### src/source/matrix_game_pkg.sv
/* Widths, vector types and state enums of the matrix game,
   step and serial timing constants and MAX7219 configuration words */
package matrix_game_pkg;

	// One player's half row, also used for the one-hot player marker
	typedef logic [3:0] half_row_t;
	// Full matrix row, upper nibble belongs to the left player
	typedef logic [7:0] row_t;
	typedef logic [2:0] row_index_t;
	// Serial word: 4 zero bits, register address, data byte
	typedef logic [15:0] max_word_t;

	typedef enum logic {game_idle, game_running} game_state_t;
	typedef enum logic [1:0] {max_config, max_scan, max_gap} max_state_t;

	localparam int ROW_COUNT = 8;
	localparam half_row_t START_POSITION = 4'b0010;

	// Game speed in clock cycles per step
	localparam int STEP_CYCLES = 4096;

	// Serial timing of the display link
	localparam int SERIAL_HALF_PERIOD = 2;
	localparam int GAP_CYCLES = 4;

	localparam logic [15:0] LFSR_SEED = 16'hACE1;

	// Configuration words, sent once after reset in this order
	localparam int CONFIG_WORDS = 5;
	localparam max_word_t CONFIG_SHUTDOWN = 16'h0C01;
	localparam max_word_t CONFIG_SCAN_LIMIT = 16'h0B07;
	localparam max_word_t CONFIG_DECODE = 16'h0900;
	localparam max_word_t CONFIG_INTENSITY = 16'h0A0A;
	localparam max_word_t CONFIG_TEST = 16'h0F00;

endpackage

### src/source/background_scroller.sv
/* Eight-row obstacle field, scrolls down on each step */
`timescale 1ns/1ps

module background_scroller (
	input  logic clock_50,
	input  logic reset,
	input  logic start_pulse,
	input  logic step,
	input  matrix_game_pkg::row_t new_row,
	output matrix_game_pkg::row_t row_0,
	output matrix_game_pkg::row_t row_1,
	output matrix_game_pkg::row_t row_2,
	output matrix_game_pkg::row_t row_3,
	output matrix_game_pkg::row_t row_4,
	output matrix_game_pkg::row_t row_5,
	output matrix_game_pkg::row_t row_6,
	output matrix_game_pkg::row_t row_7
);

	// Row 0 is the player row, row 7 the top
	matrix_game_pkg::row_t field [matrix_game_pkg::ROW_COUNT];

	always_ff @(posedge clock_50) begin
		if (reset || start_pulse) begin
			for (int k = 0; k < matrix_game_pkg::ROW_COUNT; k++) begin
				field[k] <= '0;
			end
		end else if (step) begin
			// Everything moves one row down, new obstacles enter on top
			for (int k = 0; k < matrix_game_pkg::ROW_COUNT - 1; k++) begin
				field[k] <= field[k + 1];
			end
			field[matrix_game_pkg::ROW_COUNT - 1] <= new_row;
		end
	end

	assign row_0 = field[0];
	assign row_1 = field[1];
	assign row_2 = field[2];
	assign row_3 = field[3];
	assign row_4 = field[4];
	assign row_5 = field[5];
	assign row_6 = field[6];
	assign row_7 = field[7];

endmodule

### src/source/matrix_game_top.sv
/* Top of the two-player matrix game: timer, players, obstacles,
   field and display driver, with the row-0 frame composition */
`timescale 1ns/1ps

module matrix_game_top (
	input  logic clock_50,
	input  logic reset,
	input  logic start_button,
	input  logic left_button_l,
	input  logic right_button_l,
	input  logic left_button_r,
	input  logic right_button_r,
	output logic max7219_din,
	output logic max7219_ncs,
	output logic max7219_clk
);

	logic start_pulse;
	logic running;
	logic step;
	matrix_game_pkg::half_row_t position_l;
	matrix_game_pkg::half_row_t position_r;
	matrix_game_pkg::row_t new_row;
	matrix_game_pkg::row_t background [matrix_game_pkg::ROW_COUNT];
	matrix_game_pkg::row_t player_row;

	// ##########################################################
	// Game control and players
	// ##########################################################
	step_timer i_step_timer (
		.clock_50    (clock_50),
		.reset       (reset),
		.start_button(start_button),
		.start_pulse (start_pulse),
		.running     (running),
		.step        (step)
	);

	// Left player owns the upper nibble
	player_position i_player_l (
		.clock_50   (clock_50),
		.reset      (reset),
		.start_pulse(start_pulse),
		.running    (running),
		.move_left  (left_button_l),
		.move_right (right_button_l),
		.position   (position_l)
	);

	player_position i_player_r (
		.clock_50   (clock_50),
		.reset      (reset),
		.start_pulse(start_pulse),
		.running    (running),
		.move_left  (left_button_r),
		.move_right (right_button_r),
		.position   (position_r)
	);

	// ##########################################################
	// Obstacle field
	// ##########################################################
	obstacle_source i_obstacle_source (
		.clock_50(clock_50),
		.reset   (reset),
		.step    (step),
		.new_row (new_row)
	);

	background_scroller i_background_scroller (
		.clock_50   (clock_50),
		.reset      (reset),
		.start_pulse(start_pulse),
		.step       (step),
		.new_row    (new_row),
		.row_0      (background[0]),
		.row_1      (background[1]),
		.row_2      (background[2]),
		.row_3      (background[3]),
		.row_4      (background[4]),
		.row_5      (background[5]),
		.row_6      (background[6]),
		.row_7      (background[7])
	);

	// ##########################################################
	// Display
	// ##########################################################
	// Markers overlay the bottom row of the field
	assign player_row = background[0] | {position_l, position_r};

	max7219_driver i_max7219_driver (
		.clock_50   (clock_50),
		.reset      (reset),
		.frame_0    (player_row),
		.frame_1    (background[1]),
		.frame_2    (background[2]),
		.frame_3    (background[3]),
		.frame_4    (background[4]),
		.frame_5    (background[5]),
		.frame_6    (background[6]),
		.frame_7    (background[7]),
		.max7219_din(max7219_din),
		.max7219_ncs(max7219_ncs),
		.max7219_clk(max7219_clk)
	);

endmodule

### src/source/max7219_driver.sv
/* MAX7219 link: frame snapshot, column words, configuration sequence,
   serial shifter with clock divider and chip-select gap */
`timescale 1ns/1ps

module max7219_driver (
	input  logic clock_50,
	input  logic reset,
	input  matrix_game_pkg::row_t frame_0,
	input  matrix_game_pkg::row_t frame_1,
	input  matrix_game_pkg::row_t frame_2,
	input  matrix_game_pkg::row_t frame_3,
	input  matrix_game_pkg::row_t frame_4,
	input  matrix_game_pkg::row_t frame_5,
	input  matrix_game_pkg::row_t frame_6,
	input  matrix_game_pkg::row_t frame_7,
	output logic max7219_din,
	output logic max7219_ncs,
	output logic max7219_clk
);

	matrix_game_pkg::max_state_t state;
	matrix_game_pkg::row_t live [matrix_game_pkg::ROW_COUNT];
	matrix_game_pkg::row_t snapshot [matrix_game_pkg::ROW_COUNT];
	matrix_game_pkg::row_t view [matrix_game_pkg::ROW_COUNT];
	matrix_game_pkg::row_t column;
	matrix_game_pkg::row_index_t word_index;
	matrix_game_pkg::row_index_t column_index;
	matrix_game_pkg::max_word_t next_word;
	matrix_game_pkg::max_word_t shifter;
	logic [3:0] digit_addr;
	logic [3:0] bit_count;
	logic [$clog2(matrix_game_pkg::SERIAL_HALF_PERIOD)-1:0] half_count;
	logic [$clog2(matrix_game_pkg::GAP_CYCLES)-1:0] gap_count;
	logic config_done;
	logic half_done;
	logic gap_done;

	// ##########################################################
	// Word selection
	// ##########################################################
	assign live = '{frame_0, frame_1, frame_2, frame_3,
		frame_4, frame_5, frame_6, frame_7};

	// Digit 1 loads together with the snapshot, so it reads the live frame
	always_comb begin
		for (int r = 0; r < matrix_game_pkg::ROW_COUNT; r++) begin
			view[r] = (word_index == '0) ? live[r] : snapshot[r];
		end
	end

	// Digit d shows column 8-d, row 0 goes to data bit 7
	assign column_index = 3'd7 - word_index;
	assign digit_addr = {1'b0, word_index} + 4'd1;

	always_comb begin
		for (int r = 0; r < matrix_game_pkg::ROW_COUNT; r++) begin
			column[matrix_game_pkg::ROW_COUNT - 1 - r] = view[r][column_index];
		end
	end

	always_comb begin
		if (!config_done) begin
			case (word_index)
				3'd0: next_word = matrix_game_pkg::CONFIG_SHUTDOWN;
				3'd1: next_word = matrix_game_pkg::CONFIG_SCAN_LIMIT;
				3'd2: next_word = matrix_game_pkg::CONFIG_DECODE;
				3'd3: next_word = matrix_game_pkg::CONFIG_INTENSITY;
				default: next_word = matrix_game_pkg::CONFIG_TEST;
			endcase
		end else begin
			next_word = {4'h0, digit_addr, column};
		end
	end

	// ##########################################################
	// Serial shifter and sequencing
	// ##########################################################
	assign half_done =
		(half_count == $bits(half_count)'(matrix_game_pkg::SERIAL_HALF_PERIOD - 1));
	assign gap_done = (gap_count == $bits(gap_count)'(matrix_game_pkg::GAP_CYCLES - 1));
	// MSB first, zeros shift in so the line idles low
	assign max7219_din = shifter[15];

	always_ff @(posedge clock_50) begin
		if (reset) begin
			state <= matrix_game_pkg::max_gap;
			max7219_ncs <= 1'b1;
			max7219_clk <= 1'b0;
			shifter <= '0;
			config_done <= 1'b0;
			word_index <= '0;
			bit_count <= '0;
			half_count <= '0;
			gap_count <= '0;
		end else if (state == matrix_game_pkg::max_gap) begin
			gap_count <= gap_count + 1'b1;
			if (gap_done) begin
				// Chip select falls with the first bit already on the line
				gap_count <= '0;
				max7219_ncs <= 1'b0;
				shifter <= next_word;
				state <= config_done ? matrix_game_pkg::max_scan : matrix_game_pkg::max_config;
			end
		end else begin
			half_count <= half_count + 1'b1;
			if (half_done) begin
				half_count <= '0;
				max7219_clk <= !max7219_clk;
				// Data moves only on the falling edge
				if (max7219_clk) begin
					shifter <= {shifter[14:0], 1'b0};
					bit_count <= bit_count + 1'b1;
					if (bit_count == 4'd15) begin
						// Word latched by the rising chip select
						max7219_ncs <= 1'b1;
						state <= matrix_game_pkg::max_gap;
						word_index <= word_index + 1'b1;
						if (state == matrix_game_pkg::max_config &&
							word_index == 3'(matrix_game_pkg::CONFIG_WORDS - 1)) begin
							config_done <= 1'b1;
							word_index <= '0;
						end
					end
				end
			end
		end
	end

	// Frame captured once per pass, at the load of digit 1
	always_ff @(posedge clock_50) begin
		if (state == matrix_game_pkg::max_gap && gap_done && config_done &&
			word_index == '0) begin
			snapshot <= live;
		end
	end

endmodule

### src/source/obstacle_source.sv
/* Shared LFSR obstacle generator with the playability rule */
`timescale 1ns/1ps

module obstacle_source (
	input  logic clock_50,
	input  logic reset,
	input  logic step,
	output matrix_game_pkg::row_t new_row
);

	logic [15:0] lfsr;
	logic feedback;

	// Never a fully blocked half, so one cell stays open
	function automatic matrix_game_pkg::half_row_t playable(
		input matrix_game_pkg::half_row_t half);
		if (half == 4'b1111) begin
			return 4'b1110;
		end
		return half;
	endfunction

	// Taps 16, 14, 13, 11
	assign feedback = lfsr[15] ^ lfsr[13] ^ lfsr[12] ^ lfsr[10];

	always_ff @(posedge clock_50) begin
		if (reset) begin
			lfsr <= matrix_game_pkg::LFSR_SEED;
		end else if (step) begin
			lfsr <= {lfsr[14:0], feedback};
		end
	end

	// Left half from bits 7..4, right half from bits 3..0
	assign new_row = {playable(lfsr[7:4]), playable(lfsr[3:0])};

endmodule

### src/source/player_position.sv
/* One player's one-hot marker: start load, left and right moves */
`timescale 1ns/1ps

module player_position (
	input  logic clock_50,
	input  logic reset,
	input  logic start_pulse,
	input  logic running,
	input  logic move_left,
	input  logic move_right,
	output matrix_game_pkg::half_row_t position
);

	// Exactly one button pressed, the other released
	logic single_move;

	assign single_move = move_left ^ move_right;

	always_ff @(posedge clock_50) begin
		if (reset || start_pulse) begin
			// Back to the start cell
			position <= matrix_game_pkg::START_POSITION;
		end else if (running && single_move) begin
			// Left moves toward the MSB, stops at the edge
			if (move_left && !position[3]) begin
				position <= position << 1;
			end
			// Right moves toward the LSB, stops at the edge
			if (move_right && !position[0]) begin
				position <= position >> 1;
			end
		end
	end

endmodule

### src/source/step_timer.sv
/* Game state machine and step prescaler */
`timescale 1ns/1ps

module step_timer (
	input  logic clock_50,
	input  logic reset,
	input  logic start_button,
	output logic start_pulse,
	output logic running,
	output logic step
);

	matrix_game_pkg::game_state_t state;
	logic [$clog2(matrix_game_pkg::STEP_CYCLES)-1:0] prescaler;
	logic prescaler_full;

	// Buttons arrive clean, so start acts on each high cycle
	assign start_pulse = start_button;
	assign running = (state == matrix_game_pkg::game_running);

	assign prescaler_full =
		(prescaler == $bits(prescaler)'(matrix_game_pkg::STEP_CYCLES - 1));
	// A start in the same cycle wins over the step
	assign step = running && prescaler_full && !start_pulse;

	always_ff @(posedge clock_50) begin
		if (reset) begin
			state <= matrix_game_pkg::game_idle;
			prescaler <= '0;
		end else if (start_pulse) begin
			// Enter or restart the game, count from zero again
			state <= matrix_game_pkg::game_running;
			prescaler <= '0;
		end else if (running) begin
			prescaler <= prescaler_full ? '0 : prescaler + 1'b1;
		end
	end

endmodule

### config.mk
export PLATFORM = sky130hd
export DESIGN_NAME = matrix_game_top
export DESIGN_NICKNAME = d
export VERILOG_FILES = /design/src/source/matrix_game_pkg.sv /design/src/source/background_scroller.sv /design/src/source/matrix_game_top.sv /design/src/source/max7219_driver.sv /design/src/source/obstacle_source.sv /design/src/source/player_position.sv /design/src/source/step_timer.sv
export SDC_FILE = /design/constraint.sdc
export NUM_CORES = 1
export LEC_CHECK = 0
export BUFFER_PORTS_ARGS = -buffer_cell sky130_fd_sc_hd__buf_2
export CORE_ASPECT_RATIO = 2
export CORE_UTILIZATION = 55
export DETAILED_ROUTE_END_ITERATION = 12
export PLACE_DENSITY = 0.77
export SETUP_SLACK_MARGIN = 0.3
export SLEW_MARGIN = 30
export SYNTH_ARGS = -nofsm -noshare
export SYNTH_HDL_FRONTEND = slang
export SYNTH_HIERARCHICAL = 1
export SYNTH_SLANG_ARGS = --single-unit
### constraint.sdc
create_clock -name clock_50 -period 4.3 [get_ports clock_50]
set_input_delay 0.86 -clock clock_50 [delete_from_list [all_inputs] [get_ports clock_50]]
set_output_delay 0.86 -clock clock_50 [all_outputs]
set_load 0.1 [all_outputs]
## Word level (Yosys, flattened, before mapping)

Memories as Yosys holds them, arrays and structs flattened.
Index checks and enable logic that the tools add are counted.

- $add $sub $neg: 7
- $lt $le $gt $ge: 1
- Eq/ne operators: 11
- Muxes and demuxes: 68
- Bitwise operators: 15
- Reductions and logical operators: 35

Operator list:

| operator | number |
|---|---|
| $mux W8 | 16 |
| $mux W16 | 4 |
| $pmux W11 S4 | 1 |
| $mux W4 | 8 |
| $bmux W1 S3 | 8 |
| $mux W12 | 2 |
| $mux W1 | 22 |
| $add A12 B1 Y12 const B | 1 |
| $eq A12 B12 Y1 const B | 1 |
| $eq A4 B4 Y1 const B | 3 |
| $logic_and A1 B1 Y1 | 12 |
| $mux W2 | 6 |
| $reduce_bool A2 Y1 | 5 |
| $or A1 B1 Y1 | 8 |
| $or A8 B8 Y8 | 1 |
| $reduce_and A4 Y1 | 2 |
| $eq A3 B2 Y1 const B | 2 |
| $logic_not A1 Y1 | 6 |
| $reduce_and A2 Y1 | 3 |
| $reduce_and A3 Y1 | 2 |
| $reduce_and A5 Y1 | 1 |
| $xor A1 B1 Y1 | 5 |
| $add A3 B1 Y4 const B | 1 |
| $add A4 B1 Y4 const B | 1 |
| other kinds (15) | 16 |

- Register bits after elaboration: 132
- Bits in writable memories: 64
- Bits of input ports: 7
- Output and inout bits: 3
- Logic and storage cells: 160
- Memories kept: 1

Memory list:

| name | depth | bits a word | rd ports | clocked after memory_dff | write ports | line | source |
|---|---|---|---|---|---|---|---|
| i_background_scroller.field | 8 | 8 | 8 | 0 | 8 | background_scroller.sv:21 | `matrix_game_pkg::row_t field [matrix_game_pkg::ROW_COUNT];` |

## Longest topological paths before layout

An unclocked memory read counts as a cell.

- Depth after elaboration: 8
- Mapped depth: 10

## Modules after synthesis

The synthesis kept the hierarchy.

By module, submodules not included:

| module | times used | cells each | area each (um^2) | seq. area each (um^2) |
|---|---|---|---|---|
| max7219_driver | 1 | 317 | 4170.2 | 2522.4 |
| background_scroller | 1 | 148 | 2829.0 | 1921.8 |
| obstacle_source | 1 | 65 | 641.9 | 320.3 |
| step_timer | 1 | 66 | 584.3 | 260.2 |
| player_position | 2 | 24 | 219.0 | 80.1 |
| matrix_game_top | 1 | 8 | 50.0 | 0.0 |

## Least setup slack after synthesis

No wires, ideal clock.

- Kind: register to register
- Start point: reg i_max7219_driver/max7219_ncs (netlist name)
- End point: reg i_max7219_driver/snapshot[0] in the netlist's numbering (enable)
- Data arrival time: 4366 ps
- Setup slack: -553 ps
- Cell stages (with the launch flop): 5
- Buffers on the path: 1
- Cells stage by stage: dfxtp_1 -> nor2b_1 -> buf_2 -> nand2_1 -> nor2_1

RTL lines:

| what | line | source |
|---|---|---|
| to (signal assigned) | max7219_driver.sv:133 | `snapshot <= live;` |
| to (decl) | max7219_driver.sv:23 | `matrix_game_pkg::row_t snapshot [matrix_game_pkg::ROW_COUNT];` |

## Worst setup path in the final report

- Start point: reg i_max7219_driver.word_index[1]
- End point: reg i_max7219_driver/snapshot[20] in the netlist's numbering (enable)

- Cells in the longest elaborated chain, start to end: 2

RTL lines:

| what | line | source |
|---|---|---|
| from (decl) | max7219_driver.sv:26 | `matrix_game_pkg::row_index_t word_index;` |
| from (signal assigned) | max7219_driver.sv:117 | `word_index <= word_index + 1'b1;` |
| $logic_not A3 Y1 | max7219_driver.sv:132 | `word_index == '0) begin` |
| $logic_and A1 B1 Y1 | max7219_driver.sv:131 | `if (state == matrix_game_pkg::max_gap && gap_done && config_done &&` |

Every way passes these cells.
A chain may end at the register's enable or synchronous reset.

==> metrics.md <==
| Metric | Value |
|---|---|
| Wire per inst | 19.69 µm |
| Worst Path Arrival | 3.19 ns |
| Asr flop ratio synth | 0 |
| Post-synth EDFFs | 128 |
| Dominant cells by area after synthesis | edfxtp_1 44%, dfxtp_1 15%, and4bb_2 5.0% |
| DRC Markers | 0 |
| H-tree levels | 4 |
| Largest net degree at the start of global routing | 70 |
| Number of DRC markers in iteration 0 | 362 |
| RSZ-0062 raised after global routing | no |
| DRT Pass-1 Iters | 5 |
| Worst EP required | 4.42 ns |
| Slew @ Worst Pin | 0.9116 ns |
| Maxcap violations | 0 |
| Fin Setup TNS | 0 ns |
| I/O pins | 10 |
| Fill count | 1172 |
| CTS hold repair buffers | 0 |
| Dpl cells | 818 |
| Final Setup Violations | 0 |
| Resize count post-CTS | 0 |
| Die Footprint | 0.01638 mm² |
| Routed WL | 16740 µm |
| Clock tree from TritonCTS | done |
| Synthesized area | 0.008713 mm² |
| Layout Nets | 655 |
| Initial Util | 0.5667 |
| Share of layout cells above drive strength 1 | 0.1840 |
| CP max FO | 41 |
| Startpoint types | flop |
| Antenna violations before repair | 0 |
| Register area | 0.005185 mm² |
| Primary FF master, synth | edfxtp_1 |
| Chip width | 91 µm |
| Final hold vios | 0 |
| Layout Skew | 0.01924 ns |
| Tot Pwr | 3.723 mW |
| Die Y | 180 µm |
| Setup bufs post-CTS | 0 |
| Tcrit/Tclk final | 0.7152 |
| Worst VDD drop | 267.4 µV |
| Average cell area after synthesis | 13.36 µm² |
| Port Buffer Count | 9 |
| PD cells | 398.7 mW/mm² |
| Clock sink total | 195 |
| CP startpoint | i_max7219_driver/word_index[1]$_SDFFE_PP0P_ |
| Final ANT Viol Nets | 0 |
| Total global routing overflow | 0 |
| Register area share after synthesis | 0.5951 |
| Clock-pin transition on the worst setup and hold timing paths | 0.07 ns |
| Vias in the first global route | 5404 |
| HP Class | flop to flop |
| Unique masters post-synth | 67 |
| Row count | 64 |
| Slowest stage delay, CP | 0.77 ns |
| Critical path capture point type | flop |
| R2R Path Start | i_max7219_driver/word_index[1]$_SDFFE_PP0P_ |
| Commonest non-fill, non-tap cell in the layout | edfxtp_1 |
| Commonest non-fill, non-tap cells in the layout | 128 x edfxtp_1, 67 x dfxtp_1, 49 x nor2_1, 35 x and4bb_2, 35 x nand2_1 |
| Status | complete, no violations |
| Minimum clock period after layout | 3.075 ns |
| CTS Buffer Depth | 2 |
| Synth Register Bits | 195 |
| Skew-Pair Late Insertion Delay | 0.44 ns |
| Multi-input gate area | 0.003181 mm² |
| YS warnings | 6 |
| Aggregate global-route resource usage | 0.2150 |
| Leak | 3.112 nW |
| Antenna fix cells | 0 |
| WS Path Type | flop to flop |
| Clk root buf | clkbuf_16 |
| Via density | 6.155 |
| Hold Crit Start | i_background_scroller/field[0][26]$_SDFFCE_PN0P_ |
| Syn Nets | 668 |
| Worst-path cell chain | buf_4 > inv_1 > ha_1 > nor2b_1 > nand2_1 > nor2_4 > buf_12 |
| Non-Filler Instances | 850 |
| Slew Viols, Final | 0 |
| Top cell type's share of synthesized area | 0.4411 |
| Cell count after synthesis | 652 |
| DP Wirelength | 11080 µm |
| CTS buffer count | 17 |
| Cell taking the most area after synthesis | edfxtp_1 |
| Vias | 5232 |
| Area growth, synth to finish | 7.165% |
| Max Clk Rate | 0.3252 GHz |
| Core area | 0.01537 mm² |
| Headroom to the max-slew limit | 0.3923 |
| RD Place Congestion | 0.8813 |
| Global-route wire length before repair | 27330 µm |
| Slowest CP cell | ha_1 |
==> worst max-delay path: cells and delay by family (launching register included) <==
family,cells,cell delay (ns)
and+or+nand+nor,3,1.00
adders and majority gates,1,0.77
buffers and inverters,3,0.67
DFF,1,0.30
==> layout make-up <==
class                   instances  area share
flip-flops and latches        195      0.5553
multi-input cells             393      0.3406
clock buffers                  20     0.05011
well taps                     198     0.02653
repair buffers                 17     0.01286
clock inverters                12    0.008576
inverters                      15    0.006030
==> cell families after synthesis <==
logic type / count (synthesis) / share of synthesized area
compound gates: 100 / 0.07797
fa+ha+maj: 9 / 0.01292
flops: 195 / 0.5951
mux: 52 / 0.08013
buf+inv: 64 / 0.04121
simple gates: 214 / 0.1746
xor+xnor: 18 / 0.01809
==> cells in the mapped netlist (all sizes together) (4+ instances only) <==
master / n
o21ai: 13
a21oi: 30
and4bb: 35
or2: 11
a221oi: 4
mux4: 12
a211oi: 12
xor2: 6
nand2: 35
ha: 9
nor4bb: 14
a22oi: 4
nor2: 51
xnor2: 12
mux2: 10
nand4: 4
nand4bb: 4
dfxtp: 67
nor3b: 16
nand3: 5
mux2i: 30
nor3: 14
buf: 27
edfxtp: 128
clkbuf: 22
nand2b: 6
a31oi: 7
o22ai: 4
inv: 15
==> per-stage QoR <==
| stage | setup WS, ns | instance area [µm²] | hold slack [ns] | utilization |
|---|---|---|---|---|
| 3_3_place_gp | 1.327 | 8787 | 0.4245 | 0.5715 |
| 5_1_grt | 1.008 | 9338 | 0.4559 | 0.6073 |
| 3_5_place_dp | 1.227 | 8787 | 0.4295 | 0.5715 |
| 6_report | 1.225 | 9338 | 0.4433 | 0.6073 |
| 4_1_cts | 1.208 | 9335 | 0.4425 | 0.6072 |
| 2_1_floorplan | 0.5117 | 8716 | 0.4168 | - |
==> path summary, 6_finish.rpt <==
| path | end | slack [ns] | cells after the start |
|---|---|---|---|
| setup reg to reg | i_max7219_driver/snapshot[20]$_DFFE_PP_ | 1.22 | 7 |
| setup / recovery | i_max7219_driver/snapshot[20]$_DFFE_PP_ | 1.22 | 7 |
| hold / removal | i_max7219_driver/snapshot[34]$_DFFE_PP_ | 0.44 | 0 |
| hold reg to reg | i_max7219_driver/snapshot[34]$_DFFE_PP_ | 0.44 | 0 |
==> report_power, final <==
group	total, mW	switching (mW)	internal [mW]
Combinational	0.180	0.117	0.0633
Clock	1.46	0.673	0.789
Sequential	2.08	0.0392	2.04
Total	3.72	0.829	2.89
==> state kept, by name (all words and copies together), names as in the netlist <==
register                      flops
i_background_scroller/field      64
i_max7219_driver/max7219_clk      1
i_max7219_driver/gap_count        2
i_max7219_driver/state            1
i_max7219_driver/config_done      1
i_player_r/position               4
i_max7219_driver/word_index       3
i_max7219_driver/shifter         16
i_step_timer/running              1
i_step_timer/prescaler           12
i_max7219_driver/half_count       1
i_max7219_driver/max7219_ncs      1
i_max7219_driver/snapshot        64
i_obstacle_source/lfsr           16
i_max7219_driver/bit_count        4
i_player_l/position               4
==> per-layer routing <==
layer | part of all wire | vias to the layer above | track usage
li1 | - | 2454 | -
met1 | 0.37 | 2620 | 0.2373
met2 | 0.56 | 119 | 0.3836
met3 | 0.029 | 39 | 0.04230
met4 | 0.036 | 0 | 0.1156
met5 | 0 | - | 0
Note: power is estimated with default switching activity, not from simulation.
